[config.mk]
export PLATFORM = sky130hd
export DESIGN_NAME = vmem_map_loader
export DESIGN_NICKNAME = d
export VERILOG_FILES = /design/src/source/vmem_pkg.sv /design/src/source/vmem_map_loader.sv
export SDC_FILE = /design/constraint.sdc
export NUM_CORES = 1
export LEC_CHECK = 0
export BUFFER_PORTS_ARGS = -buffer_cell sky130_fd_sc_hd__buf_2
export CAP_MARGIN = 20
export CORE_ASPECT_RATIO = 1.1
export CORE_MARGIN = 4
export CORE_UTILIZATION = 34
export CTS_CLUSTER_SIZE = 28
export DETAILED_ROUTE_END_ITERATION = 10
export PLACE_DENSITY = 0.91
export SYNTH_ARGS = -nofsm -noshare
export SYNTH_HDL_FRONTEND = slang
export SYNTH_SLANG_ARGS = --single-unit
[constraint.sdc]
create_clock -name clk_a -period 0.8 [get_ports clk_a]
set_input_delay 0.04 -clock clk_a [delete_from_list [all_inputs] [get_ports clk_a]]
set_output_delay 0.04 -clock clk_a [all_outputs]
set_load 0.01 [all_outputs]
[src/source/vmem_pkg.sv]
// shared sizes and entry layout for the first-level page map.
package vmem_pkg;

   // one map entry per virtual page.
   parameter int entry_bits = 24;

   // 10 page bits give a 1024-entry map.
   parameter int default_page_bits = 10;

   // byte offset within a page.
   parameter int offset_bits = 8;

   // physical frame number, held in the low bits of the entry.
   parameter int frame_bits = 14;

   // entry flag positions.
   parameter int valid_bit    = 23;
   parameter int write_ok_bit = 22;

endpackage

[src/source/vmem_map_loader.sv]
`timescale 1ns/1ps

// host write path into the map and the readback path on port b.
module vmem_map_loader
#(
   parameter int page_bits = vmem_pkg::default_page_bits
)
(
   input  logic                            clk_a,
   input  logic                            reset,
   input  logic                            load_strobe,
   input  logic [page_bits-1:0]            load_page,
   input  logic [vmem_pkg::entry_bits-1:0] load_entry,
   input  logic                            wr_grant,
   input  logic                            rb_strobe,
   input  logic [page_bits-1:0]            rb_page,
   input  logic [vmem_pkg::entry_bits-1:0] q_b,
   output logic                            load_busy,
   output logic                            wr_req,
   output logic [page_bits-1:0]            wr_page,
   output logic [vmem_pkg::entry_bits-1:0] wr_entry,
   output logic [page_bits-1:0]            address_b,
   output logic                            rden_b,
   output logic                            rb_valid,
   output logic [vmem_pkg::entry_bits-1:0] rb_entry
);

   // one-deep pending write; the host waits on load_busy before the next strobe.
   always_ff @(posedge clk_a)
   begin
      if (reset)
      begin
         wr_req <= 1'b0;
      end
      else if (load_strobe)
      begin
         wr_req <= 1'b1;
      end
      else if (wr_grant)
      begin
         wr_req <= 1'b0;
      end
   end

   always_ff @(posedge clk_a)
   begin
      if (load_strobe)
      begin
         wr_page  <= load_page;
         wr_entry <= load_entry;
      end
   end

   assign load_busy = wr_req;

   // port b is private to the loader, so readback goes straight to it.
   assign address_b = rb_page;
   assign rden_b    = rb_strobe;
   assign rb_entry  = q_b;

   always_ff @(posedge clk_a)
   begin
      if (reset)
         rb_valid <= 1'b0;
      else
         rb_valid <= rb_strobe; // q_b is loaded on the same edge.
   end

endmodule

* After elaboration in Yosys (flattened, before gate mapping)
Index checks and enable logic that the tools add are counted.
** Cells by class
- Muxes and demuxes :: 2
- Reduce and logical (&&, ||, !) cells :: 1
** Operators with widths (number)
- 1-bit 2-to-1 mux :: 2
- 2-bit nonzero test :: 1
** Storage, ports and cells
- Register bits after elaboration :: 36
- Bits of input ports :: 73
- Output and inout port bits :: 72
- Word-level logic and storage cells :: 7

* Longest topological paths before layout
- Word-level depth :: 2
- Mapped depth :: 2
- Gate-level depth less buffers :: 2

* Worst setup path after synthesis
OpenSTA, ideal clock, no wires.
- Path type :: register -> register
- Start point :: register load_busy (netlist name)
- End point :: register wr_req (netlist: load_busy)
- Setup time :: 0.066 ns
- Arrival :: 0.565 ns
- Data required time :: 0.734 ns
- Slack :: 0.169 ns
- Stages on the path, launching flop included :: 3
- Buffers on the path :: 0
- Period minus slack after synthesis :: 0.631 ns
- Cell sequence :: dfxtp_1 nand2b_1 a21oi_2
** RTL lines
- end signal, assigned :: RTL line vmem_map_loader.sv:33 : wr_req <= 1'b0;
- end signal, assigned :: RTL line vmem_map_loader.sv:37 : wr_req <= 1'b1;
- end signal, assigned :: RTL line vmem_map_loader.sv:41 : wr_req <= 1'b0;
- end, declared :: RTL line vmem_map_loader.sv:19 : output logic wr_req,

* Final worst setup path
- Start point :: register wr_entry[22] (netlist name)
- End point :: output port wr_entry[22] (netlist name)
** RTL lines
- start, declared :: RTL line vmem_map_loader.sv:21 : output logic [vmem_pkg::entry_bits-1:0] wr_entry,
- start signal, assigned :: RTL line vmem_map_loader.sv:50 : wr_entry <= load_entry;
No word-level cell between the ends.

==> out/results.ini <==
[hold_path]
hold-path-endpoint=load_busy$_SDFFE_PP0P_
min_path_cells=3
hold_class=input pin to flip-flop
worstHoldStart=wr_grant

[clock_network]
insertion_delay_ps=280
max-clock-path-buffers=2
htree_levels=2
cts_buffers=5
root_buffer=clkbuf_8
clock_sinks=36
cts_tree=done
clkTransAtPathRegs_ps=60

[cells_and_area]
num_antenna_cells=0
regArea_um2=1060
fillers=337
nets=234
drive_gt1_frac=0.549
fin_area_um2=2040
layout_commonest_cell=buf_2
fin_cells=212
multi_input_comb_area_um2=21.3
mostFrequentLayoutCells=buf_2, dlygate4sd3_1, edfxtp_1
syn_to_final_growth_pct=50.2

[global_route]
grtUsageTotal=0.146
use_met1=0.110
grt_pass1_wl_um=4890
grt-ovfl-total=0
use_met2=0.252
grt_busiest_layer=met2
grt_pass1_vias=957
grt_antenna_before_repair=0
use_met3=0.0952
grt_start_max_net_pins=19

[placement]
dp_cells=168
placed_area_um2=1570
io_buffers=76
place_congestion=0.713

[synthesis]
synth_nets=149
syn_area_per_cell_um2=17.8
ys_warn_count=0
ys_ff_latch=36
yosysSeqAreaShare=0.782
syn_area_um2=1360
synthDistinctLibCells=7
synth_top_area_frac=0.753
synth_top_cell_by_area=edfxtp_1
synth_area_leaders=edfxtp_1, buf_4, dfxtp_1
syn_inst=76

[critical_path]
r2r_setup_slack_ps=180
crit_arrival_ps=810
r2r-start=load_busy$_SDFFE_PP0P_
end_kind=primary output
path_cells=buf_2
crit_slowest_cell=edfxtp_1
startpoint_type=flip-flop
crit_type=flip-flop to primary output
slowest_delay_ps=370
r2r-end=load_busy$_SDFFE_PP0P_
worstPathMaxFanout=1
reg2regPathDepth=2
worst-path-buf-inv=1
worstPathRequired_ps=760
crit_family=flip-flops

[sta]
slew_viol_final=0
setup_viol=34
setup_tns_ps=-664
fin_skew_ps=0
tightest_slew_ps=93.5
rsz0062_at_grt=yes
finalCritPeriodShare=1.06
fmax_mhz=1180
setup_ws_ps=-45.2
relSlewSlack=0.938
min_period_ps=845
hold_violations=0

[outcome]
status=finished with violations
violations=setup timing

[pwr]
power_density_nw_per_um2=1980
peakVddDrop_mv=0.765
finalPower_mw=4.04
p_leak_nw=0.885

[floorplan]
placementRows=23
die_y_um=74.2
ios=145
core_um2=3740
die-width_um=68.2
dieArea_um2=5060
initial_core_util=0.363

[route]
final_antenna_net_count=0
via_per_inst=4.14
drt-total-wl_um=3470
drc=0
firstDrtPassIters=3
num_vias=877
wire_per_inst_um=16.4
drt_iter0_markers=18

[run]
max_cap_viol_count=0

==> what timing repair did <==
action,in CTS,in global routing
hold endpoints to repair,36,1
resized for setup,3,1
hold buffers,35,1
buffers inserted,0,0
endpoints found under the setup margin,36,37
==> worst max-delay path by stage <==
| stage | start | endpoint | slack, ps | cells after the start |
|---|---|---|---|---|
| global placement | load_strobe | wr_entry[1]$_DFFE_PP_ | 160 | 2 |
| CTS | wr_entry[22]$_DFFE_PP_ | wr_entry[22] | -70 | 1 |
| floorplan | load_busy$_SDFFE_PP0P_ | load_busy$_SDFFE_PP0P_ | 170 | 2 |
| global route | wr_entry[10]$_DFFE_PP_ | wr_entry[10] | -90 | 1 |
| finish | wr_entry[22]$_DFFE_PP_ | wr_entry[22] | -50 | 1 |
| detailed placement | load_strobe | wr_entry[15]$_DFFE_PP_ | 160 | 2 |
==> layer usage <==
layer | part of all wire | vias up
met1 | 0.26 | 381
met5 | 0 | -
met3 | 0.15 | 20
li1 | - | 395
met4 | 0.061 | 0
met2 | 0.53 | 81
==> metrics by stage <==
| stage | hold slack (ps) | utilization | setup WS [ps] |
|---|---|---|---|
| after floorplan | 102 | - | 169 |
| after global routing | 69.8 | 0.544 | -94.4 |
| after global placement | 80.1 | 0.419 | 161 |
| final | 51.7 | 0.544 | -45.2 |
| after detailed placement | 80.1 | 0.419 | 155 |
| after CTS | 11.1 | 0.541 | -70.5 |
==> power breakdown <==
group / leakage (nW) / switching [mW] / internal [mW]
logic: 0.484 / 0.226 / 0.305
clock network: 0.0510 / 0.564 / 0.685
registers: 0.350 / 0.0330 / 2.22
==> cell type report <==
type                       count  share of cell area
sequential                    36               0.522
timing repair buffer         114               0.389
clock buffer                   6              0.0405
tap                           50              0.0307
multi-input combinational      3              0.0104
clock inverter                 2             0.00491
inverter                       1             0.00184
==> cells by family after synthesis <==
| group | Yosys count | synth area share |
|---|---|---|
| buffers and inverters | 37 | 0.202 |
| AO/OA/AOI/OAI | 1 | 0.00646 |
| AND/OR/NAND/NOR | 2 | 0.00923 |
| flip-flops | 36 | 0.782 |
==> cell usage after synthesis <==
| master | instances |
|---|---|
| nand2b_1 | 1 |
| a21oi_2 | 1 |
| nor2b_1 | 1 |
| edfxtp_1 | 34 |
| inv_1 | 1 |
| buf_4 | 36 |
| dfxtp_1 | 2 |
==> state kept, by name, summed over array words and instances (netlist names) <==
name / flops
wr_entry: 24
wr_page: 10
rb_valid: 1
load_busy: 1
(Power assumes the default switching activity.)
