[src/source/vmem_pkg.sv]
// shared sizes and entry layout for the first-level page map.
package vmem_pkg;

   // one map entry per virtual page.
   parameter int entry_bits = 24;

   // 10 page bits give a 1024-entry map.
   parameter int default_page_bits = 10;

   // byte offset within a page.
   parameter int offset_bits = 8;

   // physical frame number, held in the low bits of the entry.
   parameter int frame_bits = 14;

   // entry flag positions.
   parameter int valid_bit    = 23;
   parameter int write_ok_bit = 22;

endpackage

[src/source/vmem_arbiter.sv]
`timescale 1ns/1ps

// shares memory port a between the map loader and the translator.
module vmem_arbiter
#(
   parameter int page_bits = vmem_pkg::default_page_bits
)
(
   input  logic                            clk_a,
   input  logic                            reset,
   input  logic                            wr_req,
   input  logic [page_bits-1:0]            wr_page,
   input  logic [vmem_pkg::entry_bits-1:0] wr_entry,
   input  logic                            rd_req,
   input  logic [page_bits-1:0]            rd_page,
   output logic                            wr_grant,
   output logic                            rd_grant,
   output logic [page_bits-1:0]            address_a,
   output logic [vmem_pkg::entry_bits-1:0] data_a,
   output logic                            wren_a,
   output logic                            rden_a
);

   logic last_rd; // set when the translator won the most recent grant.

   // a lone requester wins at once; on a tie the other side of last time wins.
   always_comb
   begin
      wr_grant = 1'b0;
      rd_grant = 1'b0;
      if (wr_req && rd_req)
      begin
         wr_grant = last_rd;
         rd_grant = !last_rd;
      end
      else
      begin
         wr_grant = wr_req;
         rd_grant = rd_req;
      end
   end

   always_ff @(posedge clk_a)
   begin
      if (reset)
      begin
         last_rd <= 1'b0;
      end
      else if (rd_grant)
      begin
         last_rd <= 1'b1;
      end
      else if (wr_grant)
      begin
         last_rd <= 1'b0;
      end
   end

   // steer the winner onto port a.
   always_comb
   begin
      address_a = rd_grant ? rd_page : wr_page;
      data_a    = wr_entry;
      wren_a    = wr_grant;
      rden_a    = rd_grant;
   end

endmodule

[config.mk]
export PLATFORM = sky130hd
export DESIGN_NAME = vmem_arbiter
export DESIGN_NICKNAME = d
export VERILOG_FILES = /design/src/source/vmem_pkg.sv /design/src/source/vmem_arbiter.sv
export SDC_FILE = /design/constraint.sdc
export NUM_CORES = 1
export LEC_CHECK = 0
export ABC_AREA = 0
export BUFFER_PORTS_ARGS = -buffer_cell sky130_fd_sc_hd__buf_2
export CAP_MARGIN = 20
export CORE_MARGIN = 4
export CORE_UTILIZATION = 26
export CTS_BUF_LIST = sky130_fd_sc_hd__clkbuf_2
export DETAILED_ROUTE_END_ITERATION = 6
export PLACE_DENSITY = 0.86
export RECOVER_POWER = 25
export SLEW_MARGIN = 10
export SYNTH_ARGS = -nofsm -noshare
export SYNTH_HDL_FRONTEND = slang
export SYNTH_SLANG_ARGS = --single-unit
[constraint.sdc]
create_clock -name clk_a -period 1.8 [get_ports clk_a]
set_input_delay 0.18 -clock clk_a [delete_from_list [all_inputs] [get_ports clk_a]]
set_output_delay 0.18 -clock clk_a [all_outputs]
set_load 0.05 [all_outputs]
Yosys cells after proc, flatten, opt, wreduce, memory -nomap -nowiden
Cells that the tools add are included.
{"block": "totals", "ff_bits": 1, "in_bits": 48, "out_inout_bits": 38, "wordCells": 9}
{"block": "op_classes", "n_mux": 5, "n_reduce_logical": 3}
{"operator": "2-to-1 mux 10 bit", "n": 1}
{"operator": "2-to-1 mux 1 bit", "n": 4}
{"operator": "nonzero test 2 bit", "n": 1}
{"operator": "logical AND 1 bit", "n": 1}
{"operator": "logical NOT 1 bit", "n": 1}

Longest topological paths before layout
{"block": "depth", "word_depth": 4, "mapped_depth": 3, "depth_no_buf": 2}

Least setup slack after synthesis
No wires, ideal clock.
{"block": "synth_timing", "kind": "register -> output", "from": "register last_rd", "to": "output wren_a", "arrival_time_ps": 1957, "required_time_ps": 1620, "slack_ps": -337, "path_stages_with_launch": 4, "path_buffers": 1, "cell_sequence": "dfxtp_1 > inv_1 > a21boi_0 > buf_4"}
{"block": "synth_between", "elab_chain_cells": 1}
{"item": "start: declaration", "line_no": "vmem_arbiter.sv:24", "source": "logic last_rd;"}
{"item": "start signal: assignment", "line_no": "vmem_arbiter.sv:47", "source": "last_rd <= 1'b0;"}
{"item": "start signal: assignment", "line_no": "vmem_arbiter.sv:51", "source": "last_rd <= 1'b1;"}
{"item": "start signal: assignment", "line_no": "vmem_arbiter.sv:55", "source": "last_rd <= 1'b0;"}
{"item": "2-to-1 mux 1 bit", "line_no": "vmem_arbiter.sv:31", "source": "if (wr_req && rd_req)"}
{"item": "end: declaration", "line_no": "vmem_arbiter.sv:20", "source": "output logic wren_a,"}
No other way between the ends.

Worst setup path in the final report
{"block": "layout_timing", "from": "register last_rd", "to": "output address_a[5]"}
{"block": "layout_between", "elab_chain_cells": 3}
{"item": "logical NOT 1 bit", "line_no": "vmem_arbiter.sv:34", "source": "rd_grant = !last_rd;"}
{"item": "2-to-1 mux 1 bit", "line_no": "vmem_arbiter.sv:31"}
{"item": "2-to-1 mux 10 bit", "line_no": "vmem_arbiter.sv:62", "source": "address_a = rd_grant ? rd_page : wr_page;"}
{"item": "end: declaration", "line_no": "vmem_arbiter.sv:18", "source": "output logic [page_bits-1:0] address_a,"}
No other way between the ends.

==> impl_metrics.sql <==
INSERT INTO impl_metrics (metric_group, metric, value, unit) VALUES
('yosys', 'yosysMostFrequentCell', 'sky130_fd_sc_hd__buf_4', ''),
('status', 'status', 'complete, no violations', ''),
('global_route', 'overflow', '0', ''),
('route', 'initialDrtViolationCount', '1', ''),
('clocking', 'postCtsHoldBufs', '0', ''),
('floorplan', 'io_pins', '86', ''),
('sta', 'setup_viol', '0', ''),
('power_and_ir_drop', 'max-vdd-ir-drop', '0.000151', 'V'),
('cells_and_area', 'largest_reg_flops', '1', ''),
('route', 'met2_wirelength', '407', 'µm'),
('worst_setup_path', 'arrival', '1270', 'ps'),
('floorplan', 'start_util', '27.3', '%'),
('sta', 'rsz0062_at_grt', 'no', ''),
('sta', 'clock-skew-final', '0', 'ps'),
('power_and_ir_drop', 'power.static_leakage', '0.249', 'nW'),
('clocking', 'cts_resized', '0', ''),
('yosys', 'yosysTopAreaCellShare', '48.0', '%'),
('sta', 'timing_max_transition_violations_final', '0', ''),
('floorplan', 'fp.coreArea', '1490', 'µm²'),
('clocking', 'worst_setup_hold_path_clk_slew', '0', 'ps'),
('route', 'drtPass1Iterations', '4', ''),
('global_route', 'grt_pass1_vias', '266', ''),
('route', 'routed_via_density', '4.44', ''),
('floorplan', 'chip_width', '47.5', 'µm'),
('yosys', 'synth_edf_count', '0', ''),
('route', 'drcViolationCount', '0', ''),
('worst_setup_path', 'critical_path.cell_chain', 'a21boi_2, buf_4, mux2_4, buf_2', ''),
('cells_and_area', 'largest_regs', 'last_rd: 1 flops', ''),
('yosys', 'synth_seq_area_share', '4.92', '%'),
('cells_and_area', 'antenna_cells', '0', ''),
('route', 'wirelength_met1', '245', 'µm'),
('worst_setup_path', 'cp_slowest_stage_delay', '320', 'ps'),
('worst_setup_path', 'crit_path_max_fanout', '10', ''),
('yosys', 'post_syn_area_per_cell', '9.46', 'µm²'),
('sta', 'fmaxAchievable', '0.691', 'GHz'),
('floorplan', 'die_area', '2260', 'µm²'),
('yosys', 'synth_fp_nets', '91', ''),
('cells_and_area', 'fin_nets', '104', ''),
('yosys', 'synth.top_cells.by_count', 'sky130_fd_sc_hd__buf_4 (26), sky130_fd_sc_hd__mux2_4 (9)', ''),
('route', 'routed_wl', '847', 'µm'),
('sta', 'totalNegativeSetupSlack', '0', 'ps'),
('yosys', 'postSynth.topFlopCell', 'sky130_fd_sc_hd__dfxtp_1', ''),
('worst_setup_path', 'crit_path_top_delay_cell', 'sky130_fd_sc_hd__dfxtp_1', ''),
('clocking', 'clk-insertion-delay-late', '0', 'ps'),
('sta', 'period_minus_slack', '1450', 'ps'),
('flow_run', 'drv_cap', '0', ''),
('sta', 'hold_viol', '0', ''),
('yosys', 'synthesis_warnings', '0', ''),
('power_and_ir_drop', 'power.density_cell_area', '532', 'nW/µm²'),
('cells_and_area', 'post_route_cells_drive_above_1_share', '90.7', '%'),
('sta', 'post_route_clock_period_utilization', '80.4', '%'),
('power_and_ir_drop', 'fin_total_pwr', '0.220', 'mW'),
('yosys', 'synth_top_area_cell', 'sky130_fd_sc_hd__buf_4', ''),
('place', 'finalWeightedCongestion', '0.590', ''),
('route', 'final_antenna_net_count', '0', ''),
('sta', 'worst_slew_margin_rel', '83.0', '%'),
('cells_and_area', 'post_route_core_utilization', '27.7', '%'),
('yosys', 'ys_seq_elements', '1', ''),
('sta', 'whs', '348', 'ps'),
('route', 'routed_wire_length_per_instance', '12.1', 'µm'),
('clocking', 'cts_setup_buffers', '0', ''),
('min_path', 'hold_path_class', 'input port to flop', ''),
('sta', 'worst_pin_slew', '257', 'ps'),
('yosys', 'syn-instance-count', '43', ''),
('global_route', 'groute.usage.overall', '5.69', '%'),
('global_route', 'grt_first_pass_wirelength', '966', 'µm'),
('route', 'highest_layer', 'met4', ''),
('worst_setup_path', 'worst-endpoint-required', '1620', 'ps'),
('floorplan', 'num_rows', '14', ''),
('yosys', 'ys_types', '10', ''),
('yosys', 'synth-async-reset-ratio', '0', '%');
## cell usage in the layout (no fill, tap or decap)
| cell | netlist | layout |
|---|---|---|
| sky130_fd_sc_hd__mux2_2 | 1 | 1 |
| sky130_fd_sc_hd__buf_2 | 0 | 37 |
| sky130_fd_sc_hd__mux2_4 | 9 | 9 |
| sky130_fd_sc_hd__dfxtp_1 | 1 | 1 |
| sky130_fd_sc_hd__a21boi_2 | 1 | 1 |
| sky130_fd_sc_hd__buf_4 | 26 | 1 |
| sky130_fd_sc_hd__a21boi_1 | 0 | 1 |
| sky130_fd_sc_hd__nor2_1 | 1 | 1 |
| sky130_fd_sc_hd__inv_1 | 1 | 1 |
| sky130_fd_sc_hd__a211oi_1 | 1 | 1 |
## power breakdown
part	internal, mW	switching, mW
clock	0	0
combinational	0.0688	0.124
sequential	0.0245	0.00198
total	0.0932	0.126
## cell families after synthesis
group           Yosys count  share of synthesized area, %
flops                     1                          4.92
buf+inv                  28                          51.7
simple gates              1                         0.922
compound gates            3                          6.46
mux                      10                          36.0
## cell type report
| class | instances | area, µm² |
|---|---|---|
| Timing Repair Buffer | 38 | 193 |
| Fill cell | 171 | 1080 |
| Sequential cell | 1 | 20.0 |
| Inverter | 1 | 3.75 |
| Tap cell | 16 | 20.0 |
| Multi-Input combinational cell | 14 | 176 |
## final timing paths
kind	from	to	slack, ps	cells past startpoint
setup / recovery	last_rd$_SDFFE_PP0P_	address_a[5]	350	4
hold / removal	reset	last_rd$_SDFFE_PP0P_	350	2
setup reg to reg	last_rd$_SDFFE_PP0P_	last_rd$_SDFFE_PP0P_	1130	2
hold reg to reg	last_rd$_SDFFE_PP0P_	last_rd$_SDFFE_PP0P_	500	1
## through the flow
stage	worst slack (ps)	cell area, µm²	cells
finish	353	413	70
global route	269	413	70
CTS	336	413	70
detailed placement	337	413	70
global placement	372	413	70
floorplan	110	407	43
## critical path: cells and delay by family, from the launching register on
kind            cells  cell delay (ps)
buf+inv             2              450
compound gates      1              180
mux                 1              310
flops               1              320
## layer usage
| metal | GRT usage [%] | up-vias |
|---|---|---|
| met4 | 1.61 | 0 |
| met3 | 1.50 | 4 |
| li1 | - | 137 |
| met5 | 0 | - |
| met1 | 4.42 | 137 |
| met2 | 12.8 | 33 |
No activity file was read; power rests on OpenSTA's default activity.
