<file path="config.mk">
export PLATFORM = sky130hd
export DESIGN_NAME = vmem_translator
export DESIGN_NICKNAME = d
export VERILOG_FILES = /design/src/source/vmem_pkg.sv /design/src/source/vmem_translator.sv
export SDC_FILE = /design/constraint.sdc
export NUM_CORES = 1
export LEC_CHECK = 0
export ABC_AREA = 1
export BUFFER_PORTS_ARGS = -buffer_cell sky130_fd_sc_hd__clkbuf_2
export CAP_MARGIN = 20
export CORE_ASPECT_RATIO = 1.5
export CORE_UTILIZATION = 35
export DETAILED_ROUTE_END_ITERATION = 10
export GPL_TIMING_DRIVEN = 0
export PLACE_DENSITY = 0.83
export SLEW_MARGIN = 25
export SYNTH_ARGS = -nofsm -noshare
export SYNTH_HDL_FRONTEND = slang
export SYNTH_SLANG_ARGS = --single-unit
</file>
<file path="constraint.sdc">
create_clock -name clk_a -period 0.9 [get_ports clk_a]
set_input_delay 0.225 -clock clk_a [delete_from_list [all_inputs] [get_ports clk_a]]
set_output_delay 0.225 -clock clk_a [all_outputs]
set_load 0.01 [all_outputs]
</file>
<file path="src/source/vmem_pkg.sv">
// shared sizes and entry layout for the first-level page map.
package vmem_pkg;

   // one map entry per virtual page.
   parameter int entry_bits = 24;

   // 10 page bits give a 1024-entry map.
   parameter int default_page_bits = 10;

   // byte offset within a page.
   parameter int offset_bits = 8;

   // physical frame number, held in the low bits of the entry.
   parameter int frame_bits = 14;

   // entry flag positions.
   parameter int valid_bit    = 23;
   parameter int write_ok_bit = 22;

endpackage

</file>
<file path="src/source/vmem_translator.sv">
`timescale 1ns/1ps

// looks up a virtual page in the map and forms the physical address.
module vmem_translator
#(
   parameter int page_bits = vmem_pkg::default_page_bits
)
(
   input  logic                                                clk_a,
   input  logic                                                reset,
   input  logic                                                xlat_strobe,
   input  logic [page_bits+vmem_pkg::offset_bits-1:0]          xlat_vaddr,
   input  logic                                                xlat_write,
   input  logic                                                rd_grant,
   input  logic [vmem_pkg::entry_bits-1:0]                     q_a,
   output logic                                                xlat_busy,
   output logic                                                rd_req,
   output logic [page_bits-1:0]                                rd_page,
   output logic                                                xlat_done,
   output logic [vmem_pkg::frame_bits+vmem_pkg::offset_bits-1:0] xlat_paddr,
   output logic                                                xlat_fault
);

   logic [vmem_pkg::offset_bits-1:0] offset; // in-page offset of the lookup.
   logic                             is_write;

   // page, offset and access type are held for the whole lookup.
   always_ff @(posedge clk_a)
   begin
      if (xlat_strobe)
      begin
         rd_page  <= xlat_vaddr[page_bits+vmem_pkg::offset_bits-1:vmem_pkg::offset_bits];
         offset   <= xlat_vaddr[vmem_pkg::offset_bits-1:0];
         is_write <= xlat_write;
      end
   end

   always_ff @(posedge clk_a)
   begin
      if (reset)
      begin
         rd_req <= 1'b0;
      end
      else if (xlat_strobe)
      begin
         rd_req <= 1'b1;
      end
      else if (rd_grant)
      begin
         rd_req <= 1'b0;
      end
   end

   assign xlat_busy = rd_req;

   // the entry lands in q_a on the grant edge, so done follows the grant by one cycle.
   always_ff @(posedge clk_a)
   begin
      if (reset)
         xlat_done <= 1'b0;
      else
         xlat_done <= rd_grant;
   end

   assign xlat_paddr = {q_a[vmem_pkg::frame_bits-1:0], offset};

   // an invalid page faults, and so does a write to a page without write permit.
   assign xlat_fault = !q_a[vmem_pkg::valid_bit] ||
                       (is_write && !q_a[vmem_pkg::write_ok_bit]);

endmodule
</file>
Word-level counts from Yosys, hierarchy flattened
Index checks and enable logic that the tools add are counted.
W data, S select, Z words.
- register bits after elaboration: 21
- bits in latches: 0
- memory bits (writable): 0
- ROM bits: 0
- bits of input ports: 47
- logic and storage cells: 12
- memories kept: 0
- $add $sub $neg: 0
- multiply operators: 0
- div/mod/pow operators: 0
- magnitude comparators: 0
- equal/unequal tests: 0
- shift-type cells: 0
- muxes and demuxes: 2
- bitwise logic cells: 0
- reduce and logical (&&, ||, !) cells: 5
- operators with widths (cell ; count):
    $logic_not A1 Y1 ; 2
    $mux W1 ; 2
    $reduce_bool A2 Y1 ; 1
    $logic_and A1 B1 Y1 ; 1
    $logic_or A1 B1 Y1 ; 1

Logic depth before layout (Yosys ltp)
Gate-level depths: netlist of the first run.
- depth after elaboration: 3
- mapped depth: 3

Worst setup path after synthesis of the first run
OpenSTA, ideal clock, no wires.
- path type: register to output
- start: register is_write
- end: output xlat_fault
- arrival time: 0.601 ns
- required time: 0.675 ns
- path slack: 0.074 ns
- cell stages (with the launch flop): 3
- path buffers: 0
- cells stage by stage: edfxtp_1 > inv_1 > o21ai_0
- longest elaborated chain between the ends: 2
- ends and longest elaborated chain (what ; line ; RTL):
    start: declaration ; vmem_translator.sv:25 ; logic is_write;
    start signal: assignment ; vmem_translator.sv:34 ; is_write <= xlat_write;
    $logic_and A1 B1 Y1 ; vmem_translator.sv:69 ; (is_write && !q_a[vmem_pkg::write_ok_bit]);
    $logic_or A1 B1 Y1 ; vmem_translator.sv:68 ; assign xlat_fault = !q_a[vmem_pkg::valid_bit] ||
    end: declaration ; vmem_translator.sv:21 ; output logic xlat_fault
No other way between the ends.

Worst setup path in the final report of the first run
Same ends and word-level chain as after synthesis.

==> impl_metrics.yaml, run 1 <==
run_status:
  status: "finished with violations"
  violations: "negative setup slack"
critical_path:
  r2r-start: "rd_req"
  r2r-end: "rd_req"
  path_max_fanout: 1
  r2r_slack_ps: 220
  start_kind: "register"
  worstPathArrival_ps: 890
  path_class: "reg2out"
  endpoint: "xlat_fault"
  crit_path_end_kind: "primary output"
  crit_required_ps: 670
  reg2reg_depth: 3
  startpoint: "is_write"
clocking:
  path_clk_slew_ps: 100
  htree_levels: 1
  cts_tree: "yes"
  cts_buffers: 3
  cts_hold_buf: 0
  cts_buffer_depth: 2
  clkLatencyLatePin_ps: 290
  clock-root-buffer: "clkbuf_4"
  cts_sinks: 21
sta:
  slew_headroom_pct: 68.5
  timing.fmax_mhz: 897
  setup_viol: 22
  finalMaxSlewViolations: 0
  rsz0062_at_grt: "true"
  finalCritPeriodShare_pct: 124
  fin_ws_ps: -215
  hold_viol_final: 0
  period_needed_ps: 1120
  fin_skew_ps: 0
  worst_slew_pin_slew_ps: 472
yosys:
  synth_top_area_share_pct: 75.2
  yosys-top-cells-area: "edfxtp_1 (75%), buf_4 (15%), dfxtp_1 (5.3%)"
  yosysTopAreaCell: "edfxtp_1"
  yosysSeqAreaShare_pct: 80.5
  ys_async_sr_fraction_pct: 0
  synth_edf_count: 19
  yosysWarningCount: 0
  synth_common_cells: "edfxtp_1 (19), buf_4 (15), dfxtp_1 (2), inv_1 (2)"
  syn_inst: 43
  syn_nets: 90
  synth_seq_cells: 21
  yosysUniqueCellTypes: 9
  syn_area_sq_um: 758
  yosysMostFrequentCell: "edfxtp_1"
  synth_area_per_cell_sq_um: 17.6
  synthFlopType: "edfxtp_1"
die:
  dieWidth_microns: 40.0
  num_rows: 20
  initial_utilization_pct: 37.4
  core-area_sq_mm: 0.00203
  dieHeight_microns: 59.0
  die_area_sq_mm: 0.00236
  ios: 83
pwr:
  totalPowerFinal_mw: 1.88
  swShare_pct: 21.4
  p_clk_share_pct: 22.3
  ir_drop_v: 0.000862
  switching_power_mw: 0.402
  power_density_mw_per_mm2: 1650
  leakage_nw: 0.571
  comb_power_share_pct: 15.8
  seqPwrFrac_pct: 61.9
  p_int_mw: 1.48
placement:
  place_area_sq_mm: 0.00109
  portBuffers: 60
  gp_congestion: 0.634
  place_worst_setup_slack_ps: -89.5
  hpwl_mm: 1.14
finish:
  drive_gt1_share_pct: 76.9
  nets: 156
  syn2layout_area_growth_pct: 50.0
  final_cell_area_sq_mm: 0.00114
  num_antenna_cells: 0
global_route:
  antenna_found_initial: 0
  grt_use_total_pct: 12.0
  grt_pass1_wl_mm: 1.80
  grt_max_degree: 21
  grt_overflow: 0
  grt_pass1_vias: 465
routing:
  ant_nets: 0
  drc: 0
  dr.pass1.iters: 4
  drt_iter0_drc: 2
  wl_per_cell_microns: 10.4
  vias: 515
  postRouteWirelength_mm: 1.35
  via_per_inst: 3.96
hold_path:
  hp-class: "in2reg"
run:
  cap_violations: 0
-- cell usage in the layout (no fill, tap or decap), drive strengths merged --
master	instances
edfxtp	19
nor2	1
inv	3
clkbuf	60
o21ai	1
a21oi	1
nand2	1
dfxtp	2
buf	20
-- routing by layer --
metal,track usage [%],routed length [microns]
met5,0,0
met4,12.8,27
met3,3.38,163
met2,18.2,733
met1,11.6,429
-- power groups by stage --
stage / sequential, mW / combinational (mW) / clock (mW)
2_1_floorplan: 1.23 / 0.0812 / 0
3_3_place_gp: 1.18 / 0.280 / 0
4_1_cts: 1.17 / 0.295 / 0.443
5_1_grt: 1.17 / 0.327 / 0.482
3_5_place_dp: 1.19 / 0.289 / 0
6_report: 1.16 / 0.297 / 0.419
-- cell type report --
| class | count | area [sq um] |
|---|---|---|
| fillers | 181 | 890 |
| flip-flops and latches | 21 | 612 |
| repair buffers | 61 | 320 |
| plain buffers | 15 | 116 |
| well taps | 22 | 27.5 |
| clock buffers | 4 | 26.3 |
| multi-input cells | 4 | 23.8 |
| inverters | 3 | 11.3 |
-- repair_timing --
action / CTS / global route
setup buffers: 0 / 1
resized for setup: 4 / 4
endpoints found under the setup margin: 22 / 22
-- critical path, cell delays in order (launching register included) --
cell and delay [ps]:
edfxtp_1 370, inv_1 60, o21ai_1 50, buf_2 130
-- sequential cells by signal, indices dropped and copies added, names as in the netlist --
signal     flops
rd_page       10
offset         8
is_write       1
rd_req         1
xlat_done      1
-- worst min path at each step --
stage / start / end / slack [ps] / depth (start not counted)
after floorplan: reset / rd_req / 290 / 1
after global routing: reset / rd_req / 80 / 2
after global placement: xlat_vaddr[4] / offset[4] / 400 / 1
after detailed placement: xlat_vaddr[9] / rd_page[1] / 400 / 1
final: reset / rd_req / 90 / 2
after CTS: reset / rd_req / 80 / 2
-- cells by family (layout without fill, tap and decap cells) --
family                 Yosys count  in the layout  share of synthesized area, %
AO/OA/AOI/OAI                    2              2                          1.81
flip-flops                      21             21                          80.5
buffers and inverters           18             83                          16.3
AND/OR/NAND/NOR                  2              2                          1.32
-- metrics by stage --
stage / cells / hold WS [ps] / setup TNS, ps / util [%]
2_1_floorplan: 43 / 287 / 0 / -
3_3_place_gp: 125 / 402 / -858 / 53.6
3_5_place_dp: 125 / 404 / -1730 / 53.6
4_1_cts: 129 / 81.5 / -3150 / 55.4
5_1_grt: 130 / 76.9 / -3900 / 56.1
6_report: 130 / 90.5 / -2690 / 56.1
No activity file was read; power rests on OpenSTA's default activity.
==> run 2, diff against run 1 <==
--- a/config.mk
+++ b/config.mk
@@ -8,11 +8,13 @@
 export ABC_AREA = 1
 export BUFFER_PORTS_ARGS = -buffer_cell sky130_fd_sc_hd__clkbuf_2
 export CAP_MARGIN = 20
+export CELL_PAD_IN_SITES_DETAIL_PLACEMENT = 1
+export CELL_PAD_IN_SITES_GLOBAL_PLACEMENT = 2
 export CORE_ASPECT_RATIO = 1.5
-export CORE_UTILIZATION = 35
+export CORE_UTILIZATION = 19
 export DETAILED_ROUTE_END_ITERATION = 10
 export GPL_TIMING_DRIVEN = 0
-export PLACE_DENSITY = 0.83
+export PLACE_DENSITY = 0.82
 export SLEW_MARGIN = 25
 export SYNTH_ARGS = -nofsm -noshare
 export SYNTH_HDL_FRONTEND = slang
==> run 2 against run 1 <==
  * The run still ends with negative setup slack left
  * Maximum frequency grew 4.2%
  * Sequential cell count is the same
  * Total power grew 9.0%
  * Clock-buffer cell count is the same
  * Clock skew is the same
  * Critical path depth is the same
  * Hold slack gained 48 ps
  * Utilization shrank 25 points
  * Critical path type unchanged
  * Largest power group unchanged
==> impl_metrics.yaml, run 2 (synthesized netlist as in run 1, its figures left out) <==
pwr:
  totalPowerFinal_mw: 2.05
  p_int_mw: 1.62
  comb_power_share_pct: 14.7
  leakage_nw: 0.575
  seqPwrFrac_pct: 56.9
  ir_drop_v: 0.000842
  switching_power_mw: 0.430
  p_clk_share_pct: 28.5
  power_density_mw_per_mm2: 1730
  swShare_pct: 21.0
clocking:
  cts_hold_buf: 0
  cts_resized: 4
  cts_buffers: 3
  post_cts_buffers: 0
  htree_levels: 1
  path_clk_slew_ps: 70
  clock-root-buffer: "clkbuf_8"
  clkLatencyLatePin_ps: 250
  cts_buffer_depth: 2
  cts_sinks: 21
  cts_tree: "yes"
critical_path:
  path_class: "reg2out"
  worstPathArrival_ps: 850
  r2r-start: "rd_req"
  crit_required_ps: 670
  start_kind: "register"
  reg2reg_depth: 2
  r2r-end: "rd_req"
  path_max_fanout: 1
  endpoint: "xlat_fault"
  r2r_slack_ps: 310
  crit_path_end_kind: "primary output"
  startpoint: "is_write"
die:
  dieWidth_microns: 53.6
  num_rows: 27
  core-area_sq_mm: 0.00375
  die_area_sq_mm: 0.00425
  initial_utilization_pct: 20.2
  ios: 83
  dieHeight_microns: 79.4
placement:
  place_area_sq_mm: 0.00111
  hpwl_mm: 1.43
  gp_congestion: 0.662
  portBuffers: 60
  dp.cells: 146
sta:
  timing.fmax_mhz: 934
  finalCritPeriodShare_pct: 119
  whs_ps: 138
  worst_slew_pin_slew_ps: 480
  hold_viol_final: 0
  finalMaxSlewViolations: 0
  setup_viol: 22
  fin_skew_ps: 0
  period_needed_ps: 1070
  slew_headroom_pct: 68.0
  fin_ws_ps: -170
  rsz0062_at_grt: "true"
finish:
  largest_register_ffs: 10
  num_antenna_cells: 0
  nets: 155
  final_cell_mix: "clkbuf_2 (54), edfxtp_1 (19), buf_4 (14)"
  fillers: 436
  largest_registers: "rd_page: 10 flops, offset: 8 flops"
  layout.cells.non_filler: 150
  largest_register: "rd_page"
  syn2layout_area_growth_pct: 56.3
  drive_gt1_share_pct: 77.6
  final_common_cell: "clkbuf_2"
  multi_input_area_sq_um: 23.8
  final_cell_area_sq_mm: 0.00118
  seqCellArea_sq_um: 616
global_route:
  grt_overflow: 0
  grt_use_total_pct: 8.04
  grt_max_degree: 21
  grt_pass1_vias: 552
  grt_pass1_wl_mm: 2.42
  antenna_found_initial: 0
routing:
  via_per_inst: 3.79
  drc: 0
  ant_nets: 0
  vias: 568
  dr.pass1.iters: 2
  drt_iter0_drc: 2
  wl_per_cell_microns: 11.0
  postRouteWirelength_mm: 1.65
hold_path:
  hp-class: "in2reg"
run:
  cap_violations: 0
run_status:
  violations: "negative setup slack"
  status: "finished with violations"
## run 2: changes by cell type in the layout (fill, tap and decap cells not counted), sizes merged
| cell | before | now |
|---|---|---|
| clkbuf | 60 | 58 |
| buf | 20 | 21 |
## run 2: critical path, stage by stage (launching register included)
cell	delay, ps
edfxtp_1	360
inv_1	60
o21ai_1	50
buf_2	130
## run 2: routing by layer
metal  track usage [%]  vias up  wire [microns]
met1              7.49      255             487
met2              15.1       51             932
met4              3.16        0              21
met3              2.67        3             209
li1                  -      259               -
met5                 0        -               0
## run 2: layout make-up
| type | count | area share [%] |
|---|---|---|
| Tap cell | 43 | 4.54 |
| Multi-Input combinational cell | 4 | 2.01 |
| Timing Repair Buffer | 60 | 26.9 |
| Sequential cell | 21 | 52.0 |
| Inverter | 3 | 0.950 |
| Buffer | 15 | 9.82 |
| Clock buffer | 4 | 3.80 |
## run 2: per-stage QoR
| stage | worst slack (ps) | setup TNS [ps] | utilization, % |
|---|---|---|---|
| 6_report | -170 | -1680 | 31.6 |
| 5_1_grt | -235 | -2720 | 31.6 |
| 4_1_cts | -194 | -2070 | 31.2 |
| 3_5_place_dp | -118 | -2340 | 29.7 |
| 3_3_place_gp | -106 | -2060 | 29.7 |
| 2_1_floorplan | 73.7 | 0 | - |
## run 2: power groups by stage
| stage | Sequential [mW] | Combinational [mW] | Clock [mW] |
|---|---|---|---|
| 5_1_grt | 1.17 | 0.328 | 0.667 |
| 2_1_floorplan | 1.23 | 0.0812 | 0 |
| 6_report | 1.17 | 0.301 | 0.584 |
| 3_5_place_dp | 1.19 | 0.296 | 0 |
| 3_3_place_gp | 1.18 | 0.289 | 0 |
| 4_1_cts | 1.17 | 0.303 | 0.623 |
## run 2: worst min-delay path by stage
stage	endpoint	from	slack [ps]	cells past startpoint
3_5_place_dp	offset[3]	xlat_vaddr[3]	400	1
4_1_cts	rd_req	reset	130	2
2_1_floorplan	rd_req	reset	290	1
6_report	rd_req	reset	140	2
3_3_place_gp	rd_req	reset	400	2
5_1_grt	rd_page[3]	xlat_vaddr[11]	120	1
==> run 3, diff against run 2 <==
--- a/config.mk
+++ b/config.mk
@@ -11,10 +11,11 @@
 export CELL_PAD_IN_SITES_DETAIL_PLACEMENT = 1
 export CELL_PAD_IN_SITES_GLOBAL_PLACEMENT = 2
 export CORE_ASPECT_RATIO = 1.5
-export CORE_UTILIZATION = 19
+export CORE_UTILIZATION = 20
+export CTS_BUF_LIST = sky130_fd_sc_hd__clkbuf_4
 export DETAILED_ROUTE_END_ITERATION = 10
 export GPL_TIMING_DRIVEN = 0
-export PLACE_DENSITY = 0.82
+export PLACE_DENSITY = 0.86
 export SLEW_MARGIN = 25
 export SYNTH_ARGS = -nofsm -noshare
 export SYNTH_HDL_FRONTEND = slang
==> constraint.sdc (replaced) <==
create_clock -name clk_a -period 0.9 [get_ports clk_a]
set_input_delay 0.225 -clock clk_a [delete_from_list [all_inputs] [get_ports clk_a]]
set_output_delay 0.225 -clock clk_a [all_outputs]
set_load 0.05 [all_outputs]
==> run 3 against run 2 <==
  * The flow still finishes with violations (negative setup slack)
  * Clock power decreased by 24%
  * Combinational power rose to 2.6 times the previous value
  * Non-clock buffer count rose by 1
  * Critical path depth is the same
  * Global-route usage grew 0.97 points
  * Register-to-register slack worse by 170 ps
  * Wire length grew 5.7%
  * Hold slack got worse by 51 ps
  * Worst setup slack worse by 140 ps
  * Sequential power hardly changed
  * Die area shrank 4.8%
  * First-iteration DRC count decreased by 100%
  * Largest power group unchanged
==> impl_metrics.yaml, run 3 (synthesized netlist as in run 1, its figures left out) <==
sta:
  timing.setup.tns_ps: -4670
  slew_headroom_pct: 67.7
  hold_viol_final: 0
  rsz0062_at_grt: "true"
  fin_ws_ps: -313
  worst_slew_pin_slew_ps: 485
  finalCritPeriodShare_pct: 135
  setup_viol: 22
  timing.fmax_mhz: 824
  whs_ps: 87.2
  period_needed_ps: 1210
  fin_skew_ps: 0
  finalMaxSlewViolations: 0
global_route:
  antenna_found_initial: 0
  grt_pass1_vias: 575
  grt_pass1_wl_mm: 2.54
  grt_use_total_pct: 9.01
  grt_max_degree: 21
  grt_overflow: 0
clocking:
  path_clk_slew_ps: 120
  clkLatencyLatePin_ps: 300
  cts_tree: "yes"
  clock-root-buffer: "clkbuf_4"
  cts_buffers: 3
  htree_levels: 1
  cts_buffer_depth: 2
  cts_sinks: 21
finish:
  drive_gt1_share_pct: 80.6
  largest_registers: "rd_page: 10 flops, offset: 8 flops"
  largest_register_ffs: 10
  final_common_cell: "clkbuf_2"
  utilization_pct: 38.1
  largest_register: "rd_page"
  final_cell_area_sq_mm: 0.00139
  syn2layout_area_growth_pct: 83.5
  nets: 156
  num_antenna_cells: 0
  final_cell_mix: "clkbuf_2 (38), edfxtp_1 (19), buf_4 (15)"
pwr:
  comb_power_share_pct: 32.1
  leakage_nw: 0.648
  power_density_mw_per_mm2: 1720
  switching_power_mw: 0.792
  ir_drop_v: 0.000690
  p_clk_share_pct: 18.4
  swShare_pct: 33.0
  seqPwrFrac_pct: 49.4
  totalPowerFinal_mw: 2.40
  p_int_mw: 1.61
critical_path:
  critPathBufInv: 2
  crit_path_end_kind: "primary output"
  slowest_stage: "edfxtp_1"
  path_cells: "inv_2 -> o21ai_4 -> buf_8"
  path_class: "reg2out"
  crit_required_ps: 670
  cp_top_family: "flip-flops"
  worstPathArrival_ps: 990
  critPathMaxStageDelay_ps: 360
  start_kind: "register"
  path_max_fanout: 1
run_status:
  violations: "negative setup slack"
  status: "finished with violations"
routing:
  ant_nets: 0
  postRouteWirelength_mm: 1.75
  wl_per_cell_microns: 11.6
  drt_iter0_drc: 0
  drc: 0
  dr.pass1.iters: 1
  via_per_inst: 3.78
  vias: 571
placement:
  hpwl_mm: 1.38
  place_area_sq_mm: 0.00113
  portBuffers: 60
  gp_congestion: 0.635
die:
  ios: 83
  num_rows: 27
  core-area_sq_mm: 0.00365
  dieWidth_microns: 52.3
  dieHeight_microns: 77.4
  initial_utilization_pct: 20.8
  die_area_sq_mm: 0.00405
hold_path:
  hp-class: "in2reg"
run:
  cap_violations: 0
-- run 3: power by group through the flow --
| stage | sequential, mW | clock [mW] | combinational (mW) |
|---|---|---|---|
| 5_1_grt | 1.19 | 0.498 | 0.798 |
| 3_3_place_gp | 1.18 | 0 | 0.623 |
| 2_1_floorplan | 1.44 | 0 | 0.209 |
| 3_5_place_dp | 1.19 | 0 | 0.628 |
| 4_1_cts | 1.18 | 0.468 | 0.764 |
| 6_report | 1.19 | 0.442 | 0.771 |
-- run 3: stage by stage --
step,worst slack (ps),std cells
global placement,-95.9,146
detailed placement,-118,146
CTS,-354,151
finish,-313,151
global route,-362,151
floorplan,9.06,43
-- run 3: layer usage --
metal | track usage (%) | vias to the layer above | share of wire, %
met5 | 0 | - | 0
met4 | 5.53 | 0 | 1.8
met3 | 2.75 | 4 | 11
met2 | 17.8 | 47 | 61
met1 | 6.83 | 257 | 26
li1 | - | 263 | -
-- run 3: area by class of cell --
| class | count | area [sq um] |
|---|---|---|
| inverters | 3 | 11.3 |
| clock inverters | 1 | 5.00 |
| repair buffers | 61 | 532 |
| plain buffers | 15 | 116 |
| flip-flops and latches | 21 | 616 |
| multi-input cells | 4 | 35.0 |
| fillers | 386 | 2260 |
| well taps | 43 | 53.8 |
| clock buffers | 3 | 22.5 |
-- run 3: path summary, 6_finish.rpt --
path / start / endpoint / slack (ps) / cells past startpoint
min reg2reg: rd_req / rd_req / 670 / 3
max reg2reg: rd_req / rd_req / 140 / 3
min: xlat_vaddr[14] / rd_page[6] / 90 / 1
max: is_write / xlat_fault / -310 / 3
-- run 3: what timing repair did --
item	4_1_cts	5_1_grt
hold buffers	0	0
hold endpoints to repair	0	0
buffers inserted	1	0
setup endpoints to repair	22	22
gates resized for setup	49	7
